$ cat config.mk
export PLATFORM = sky130hd
export DESIGN_NAME = rdmx_header_extract
export DESIGN_NICKNAME = d
export VERILOG_FILES = /design/src/common/rdmx_pkt_pkg.sv /design/src/hw/rdmx_header_extract.sv
export VERILOG_INCLUDE_DIRS = /design/src /design/src/common
export SDC_FILE = /design/constraint.sdc
export NUM_CORES = 1
export LEC_CHECK = 0
export BUFFER_PORTS_ARGS = -buffer_cell sky130_fd_sc_hd__buf_2
export CAP_MARGIN = 10
export CORE_AREA = 2 2 461 463
export CTS_CLUSTER_SIZE = 8
export DETAILED_ROUTE_END_ITERATION = 8
export DIE_AREA = 0 0 463 465
export PLACE_DENSITY = 0.3
export SLEW_MARGIN = 20
export SYNTH_ARGS = -nofsm -noshare
export SYNTH_HDL_FRONTEND = slang
export SYNTH_SLANG_ARGS = --single-unit
$ cat constraint.sdc
create_clock -name clk -period 25.1 [get_ports clk]
set_clock_uncertainty 0.05 [all_clocks]
set_input_delay 5.02 -clock clk [delete_from_list [all_inputs] [get_ports clk]]
set_output_delay 5.02 -clock clk [all_outputs]
set_load 0.05 [all_outputs]
$ cat src/common/rdmx_config.svh
`ifndef RDMX_CONFIG_SVH
`define RDMX_CONFIG_SVH

// ==================================================
// Beat geometry of the Ethernet stream
// ==================================================

// One beat of the Ethernet stream carries 64 bytes
`define RDMX_BEAT_BITS 512
`define RDMX_BEAT_BYTES 64

// ==================================================
// RDMX packet constants
// ==================================================

// Every RDMX header starts its RDMX section with this magic number
`define RDMX_MAGIC 16'h0122

// IPv4 length is the RDMX payload size plus the IPv4, UDP and RDMX headers
`define RDMX_IP_OVERHEAD 50

// The frame-counter packet carries a single 32-bit counter
`define RDMX_FC_PAYLOAD 4

// Width of the completed and malformed packet counters
`define RDMX_CNT_BITS 32

`endif

$ cat src/common/rdmx_pkt_pkg.sv
`default_nettype none

`include "rdmx_config.svh"

package rdmx_pkt_pkg;

    // Header fields of interest, already converted to big-endian order
    typedef struct packed {
        logic [15:0] magic;
        logic [15:0] ip4_length;
        logic [63:0] rdmx_address;
        logic [15:0] seq_num;
    } rdmx_hdr_t;

    // One registered Ethernet beat as the checker sees it
    // The header fields are only meaningful on the first beat of a packet,
    // and frame_counter only on the payload beat of a frame-counter packet
    typedef struct packed {
        // High for exactly one cycle per accepted beat
        logic                        valid;
        // Copy of tlast for this beat
        logic                        last;
        // Low when the MAC flagged this beat through tuser (bad FCS)
        logic                        well_formed;
        // Raw beat in the byte order it arrived in
        logic [`RDMX_BEAT_BITS-1:0]  data;
        rdmx_hdr_t                   hdr;
        // Raw bits 31:0 of the beat, no byte swap
        logic [31:0]                 frame_counter;
    } rdmx_beat_t;

    // Run-time configuration of the checker
    typedef struct packed {
        // Frame-data packet payload size in bytes, a power of two
        logic [15:0] packet_size;
        // Size of a full frame in bytes, both halves together
        logic [31:0] frame_size;
        // Window of target addresses that frame-data packets cycle through
        logic [63:0] rfd_addr;
        logic [63:0] rfd_size;
        // Fixed target address of the frame-counter packet
        logic [63:0] rfc_addr;
    } rdmx_cfg_t;

endpackage

`default_nettype wire

$ cat src/hw/rdmx_header_extract.sv
`timescale 1ns/1ns
`include "rdmx_config.svh"
`default_nettype none

module rdmx_header_extract (
    input  wire                        clk,
    input  wire                        resetn,
    input  wire [`RDMX_BEAT_BITS-1:0]  eth_tdata,
    input  wire                        eth_tvalid,
    input  wire                        eth_tlast,
    input  wire                        eth_tuser,
    input  wire                        eth_tready,
    output rdmx_pkt_pkg::rdmx_beat_t   beat
);

    // Big-endian view of the incoming beat
    logic [`RDMX_BEAT_BITS-1:0] be_data;

    // The extractor never stalls, so every stream transfer is captured
    wire eth_xfer = eth_tvalid & eth_tready;

    // First byte on the wire lands in the top byte of be_data
    always_comb begin
        for (int i = 0; i < `RDMX_BEAT_BYTES; i++) begin
            be_data[8*i +: 8] = eth_tdata[8*(`RDMX_BEAT_BYTES-1-i) +: 8];
        end
    end

    // ==================================================
    // Header layout after the swap
    // ==================================================
    // 511:400 Ethernet MACs and frame type
    // 399:240 IPv4 header, length in 383:368
    // 239:176 UDP header
    // 175:160 RDMX magic, 159:96 target address, 95:80 sequence number

    always_ff @(posedge clk) begin
        if (!resetn) begin
            beat.valid <= 1'b0;
        end else begin
            beat.valid <= eth_xfer;
        end

        // Payload follows the transfer and holds its value between beats
        if (eth_xfer) begin
            beat.last              <= eth_tlast;
            beat.well_formed       <= !eth_tuser;
            beat.data              <= eth_tdata;
            beat.hdr.magic         <= be_data[175:160];
            beat.hdr.ip4_length    <= be_data[383:368];
            beat.hdr.rdmx_address  <= be_data[159:96];
            beat.hdr.seq_num       <= be_data[95:80];
            // The frame counter is read in wire order, little-endian
            beat.frame_counter     <= eth_tdata[31:0];
        end
    end

endmodule

`default_nettype wire

# Word level (Yosys, flattened, before mapping)
# Cells that the tools add are included.
# word_totals
ff_bits,659
input_bits,518
out_inout_bits,659
wordCells,11
# op_classes
n_bitwise,1
reduce_logical,1
# op_table
operator,count
bitwise AND 1 bit,1
zero test 1 bit,1

# Logic depth before layout (Yosys ltp)
# Gate-level depths: netlist (run 1).
# depth
depth_word,1
depth_mapped,1
mapped_depth_nobuf,1

# Worst setup path before layout (run 1)
# Ideal clock, no wire load.
# synth_path
kind,input port to flip-flop
start,input port eth_tready
end,register beat[144] (netlist bit) (enable)
cell_stages,1
setup_time_ns,0.943
t_required_ns,24.107
path_buffers,0
arrival_time_ns,16.556
path_slack_ns,7.551
path_cell_list,and2_1
# synth_via
elab_chain_len,1
# synth_rtl
item,line,text
start: declaration,rdmx_header_extract.sv:12,"input wire eth_tready,"
bitwise AND 1 bit,rdmx_header_extract.sv:20,wire eth_xfer = eth_tvalid & eth_tready;
end: declaration,rdmx_header_extract.sv:13,output rdmx_pkt_pkg::rdmx_beat_t beat
# No other way between the ends.
# A chain may end at the register's enable or synchronous reset.

# Worst setup path in the final report (run 1)
# layout_path
start,input port eth_tready
end,register beat[629] (netlist bit) (enable)
# layout_via
elab_chain_len,1
# layout_rtl
item,line
bitwise AND 1 bit,rdmx_header_extract.sv:20
via eth_xfer,rdmx_header_extract.sv:20
# The timed path passes the listed nets, and every way through them passes these cells.

==> impl_metrics.toml, run 1 <==
[yosys]
synth.distinct_cells = 6
synth_seq_area_share_pct = 93.37
ys_seq_elements = 515
synth_fp_nets = 1180
avgSynthCellArea_um2 = 25.00
yosysWarnings = 0
syn_inst = 662
syn_area_mm2 = 0.01655

[place]
dp_hpwl_mm = 105.0
place.gp.congestion = 0.8117
io_buffers = 1176
place_inst = 4523

[sta]
period_needed_ps = 8026
hold_viol_final = 0
setup-violations-final = 0
final_max_slew_viol_count = 0
timing.final.crit_share_pct = 31.98
fmax_mhz = 124.6
tightest_slew_ps = 849.2
fin_tns_setup_ps = 0
worst_hold_slack_ps = 4438
rsz0062_at_grt = "no"
timing.slew.headroom_pct = 43.39

[clock_network]
cts_hold_buf = 0
path_clk_slew_ps = 60
clock_sinks = 515
cts_made_buffers = 82
cts_tree = "yes"
htree_num_levels = 3
clock_path_buffers = 3
cts_resized = 0
cts-root-buf = "clkbuf_16"
post_cts_buffers = 0

[finish]
top_regs = "beat x515"
regMostFlops = "beat"
area_growth_pct = 66.10
register_area_mm2 = 0.01545
multi_input_area_um2 = 15.01
fillers = 23810
finish.utilization_pct = 13.04
largest_reg_flops = 515
instances_no_fill = 4692
drive_gt1_share_pct = 70.59
final_nets = 2304

[drt]
top_layer = "met5"
wl_met3_mm = 20.73
wirelength_mm = 121.8
firstDrtPassIters = 4
drtAntennaViolNets = 0
wl_met2_mm = 52.14
wl_met1_mm = 43.61
drc = 0
vias_per_cell = 2.531
drt_iter0_drc = 663
avgRoutedWirePerCell_um = 25.96
vias = 11870

[global_route]
grt.overflow.total = 0
grt_pass1_vias = 11710
antenna_found_initial = 220
grt_first_pass_wirelength_mm = 147.2
grt_max_degree = 133
grt.total_usage_pct = 10.92

[critical_path]
worstPathMaxFanout = 132
critPathRequiredTime_ps = 25350
end_kind = "flop"
startpoint_type = "input pin"
arrival_ps = 8280
worst-setup-path-type = "input pin to flop"

[floorplanning]
rows = 169
num_io_pins = 1177
die_w_um = 463
die_area_mm2 = 0.2153
die_y_um = 465
core-area_mm2 = 0.2108
start_util_pct = 7.851

[outcome]
status = "complete, no violations"

[min_path]
hp-class = "input pin to flop"

[power]
leakage_uw = 0.01070
vdd_drop_max_mv = 0.04573
power_density_mw_per_mm2 = 91.91

[run]
drv_cap = 0
-- Yosys cell counts --
cell | count | area share [%]
dfxtp_1 | 1 | 0.12
and3_1 | 1 | 0.038
inv_1 | 1 | 0.023
buf_4 | 144 | 6.5
edfxtp_1 | 514 | 93
and2_1 | 1 | 0.038
-- final timing paths --
| path | start | to | cells after the start |
|---|---|---|---|
| max | eth_tready | beat[629] | 6 |
| min | eth_tdata[163] | beat[307] | 1 |
-- area by class of cell --
| cell class | count | share of cell area [%] |
|---|---|---|
| multi-input combinational | 2 | 0.05461 |
| clock inverter | 24 | 1.019 |
| antenna | 45 | 0.4096 |
| timing repair buffer | 1184 | 21.67 |
| sequential | 515 | 56.21 |
| clock buffer | 100 | 7.782 |
| inverter | 1 | 0.01365 |
| tap | 2821 | 12.84 |
-- logic make-up after synthesis --
family,after synthesis,synth area share (%)
buffers and inverters,145,6.554
flip-flops,515,93.37
AND/OR/NAND/NOR,2,0.07564
-- report_power, final --
| group | internal [uW] | total (uW) | leakage, uW | switching, uW |
|---|---|---|---|---|
| Combinational | 74.5 | 412 | 0.00469 | 338 |
| Sequential | 1010 | 1040 | 0.00483 | 25.9 |
| Clock | 631 | 1070 | 0.00118 | 444 |
| Total | 1720 | 2530 | 0.0107 | 808 |
-- stage by stage --
step                      power [uW]  instance area [um2]  setup WS (ps)
after floorplan                 1354                16550           7551
final                           2527                27490          17070
after CTS                       2597                27380          17030
after detailed placement        1479                24960          16240
after global routing            2623                27410          16830
after global placement          1480                24960          16310
-- layer usage --
| metal | vias to the layer above | track usage (%) |
|---|---|---|
| li1 | 4745 | - |
| met1 | 5509 | 11.73 |
| met2 | 1086 | 16.54 |
| met3 | 378 | 8.129 |
| met4 | 156 | 3.595 |
| met5 | - | 0 |
-- layout by cell type (no fill, tap or decap), drive strengths merged --
master    synthesis  layout
and3              1       1
clkbuf            0     100
and2              1       1
diode             0      45
inv               1       5
dfxtp             1       1
clkinv            0      15
clkinvlp          0       2
edfxtp          514     514
bufinv            0       3
buf             144    1184
-- critical path, stage by stage --
cell	delay (ps)
buf_2	100
and2_4	450
buf_4	630
buf_4	540
buf_4	650
buf_12	640
Note: power is estimated with default switching activity, not from simulation.
==> inputs of run 2 (changes only) <==
ABC_AREA = 1   (was default)
CORE_AREA = 2 2 460 462   (was 2 2 461 463)
DIE_AREA = 0 0 462 464   (was 0 0 463 465)
clock period = 7.2 ns   (was 25.1 ns; I/O delays follow)
==> run 2 against run 1 <==
Utilization up 0.071 points. First-iteration DRC count is 18% lower. Hold slack lost 3600 ps. Worst setup slack worse by 13000 ps. Sequential share of layout area up 0.14 points. Sequential power increased to 3.5 times the previous value. Via count up 0.99%. Die area down 0.43%. Combinational power increased to 3.5 times the previous value.
==> impl_metrics.toml, run 2 <==
[sta]
period_needed_ps = 2994
rsz0062_at_grt = "no"
timing.slew.headroom_pct = 46.76
fmax_mhz = 334.0
tightest_slew_ps = 798.7
worst_hold_slack_ps = 866.9
hold_viol_final = 0
final_max_slew_viol_count = 0
timing.final.crit_share_pct = 41.59
setup-violations-final = 0

[floorplanning]
rows = 168
die_area_mm2 = 0.2144
die_w_um = 462
num_io_pins = 1177
die_y_um = 464
core-area_mm2 = 0.2092
start_util_pct = 7.916

[critical_path]
cp_num_buf_inv = 1
cpMaxStageDelayCell = "edfxtp_1"
worst-setup-path-type = "flop to output port"
critPathRequiredTime_ps = 5710
end_kind = "output port"
worstPathMaxFanout = 2
startpoint_type = "flop"
critPathTopFamily = "flip-flops"
arrival_ps = 1500
max_stage_delay_ps = 470
crit_chain = "buf_2"

[yosys]
synth.distinct_cells = 6
synth.mux.area_fraction_pct = 0
avgSynthCellArea_um2 = 24.94
syn_inst = 664
synth_fp_nets = 1182
ys_top_cells_by_count = "514 x edfxtp_1, 144 x buf_4, 3 x inv_1"
synth.area.top_cells = "edfxtp_1 93%, buf_4 6.5%, dfxtp_1 0.12%"
yosysWarnings = 0
ys.flop_type = "edfxtp_1"
syn_area_mm2 = 0.01656
async_flop_share_pct = 0
synth_compound_area_share_pct = 0
synthXorXnorAreaFrac_pct = 0
synth_top_family_by_area = "buffers and inverters"
ys_seq_elements = 515
synthSimpleGateAreaFrac_pct = 0.06045
synth_top_cell_by_area = "edfxtp_1"
synth.top_cell.area_share_pct = 93.22
synth.most_common_cell = "edfxtp_1"
synth_edf_count = 514
synth_fa_ha_area_share_pct = 0
synth_seq_area_share_pct = 93.34

[finish]
drive_gt1_share_pct = 70.56
finish.utilization_pct = 13.11
stdcell_area_mm2 = 0.02743
area_growth_pct = 65.64
final_cell_mix = "1,176 x buf_2, 514 x edfxtp_1, 81 x clkbuf_16"
final_nets = 2304
instances_no_fill = 4671
fillers = 23510
regMostFlops = "beat"
largest_reg_flops = 515
top_regs = "beat x515"
final_common_cell = "buf_2"

[clock_network]
cts_resized = 0
cts_hold_buf = 0
clock_sinks = 515
cts_tree = "yes"
htree_num_levels = 3
clock_path_buffers = 3
cts-root-buf = "clkbuf_16"
post_cts_buffers = 0
cts_made_buffers = 80
path_clk_slew_ps = 50

[drt]
vias = 11990
wirelength_mm = 128.6
drc = 0
drtAntennaViolNets = 0
avgRoutedWirePerCell_um = 27.53
drt_iter0_drc = 546
vias_per_cell = 2.567
firstDrtPassIters = 5

[place]
place_area_mm2 = 0.02503
place.gp.congestion = 0.8099
dp_hpwl_mm = 112.2
io_buffers = 1176
place_inst = 4509

[global_route]
grt_pass1_vias = 11580
grt_first_pass_wirelength_mm = 150.6
antenna_found_initial = 249
grt_max_degree = 110
grt.overflow.total = 0
grt.total_usage_pct = 11.52

[power]
vdd_drop_max_mv = 0.1573
power_density_mw_per_mm2 = 315.1
leakage_uw = 0.01064

[run]
drv_cap = 0

[outcome]
status = "complete, no violations"

[min_path]
hp-class = "input pin to flop"
[run 2: layout make-up]
type / instances / area (um2) / area share [%]
flip-flops and latches: 515 / 15450 / 56.35
repair buffers: 1184 / 6021 / 21.95
well taps: 2805 / 3510 / 12.80
clock buffers: 92 / 2068 / 7.541
clock inverters: 18 / 200.2 / 0.7300
diodes: 52 / 130.1 / 0.4745
multi-input cells: 2 / 26.28 / 0.09581
inverters: 3 / 15.01 / 0.05475
[run 2: path summary, 6_finish.rpt]
kind | depth (start not counted) | start | to
max | 1 | beat[537] | beat[537]
min | 1 | eth_tdata[434] | beat[578]
[run 2: cell families (layout without fill, tap and decap cells)]
group,Yosys count,in the layout
other,0,52
buffers and inverters,147,1297
and+or+nand+nor,2,2
DFF,515,515
[run 2: stage by stage]
stage	setup TNS (ps)	worst slack [ps]	total power (uW)
2_1_floorplan	-1270370	-2472	4693
3_3_place_gp	0	3770	5162
3_5_place_dp	0	3778	5157
4_1_cts	0	4116	8877
5_1_grt	0	4152	8989
6_report	0	4206	8641
[run 2: power breakdown]
| part | switching, uW | internal, uW | total (uW) |
|---|---|---|---|
| Combinational | 1180 | 264 | 1440 |
| Sequential | 91.6 | 3540 | 3630 |
| Clock | 1490 | 2090 | 3570 |
[run 2: layer usage]
metal / wire, um / track usage [%] / up-vias
met5: 1557 / 0 / -
li1: - / - / 4750
met4: 4800 / 3.481 / 236
met1: 39750 / 10.25 / 5424
met2: 56490 / 18.09 / 1091
met3: 25990 / 11.29 / 490
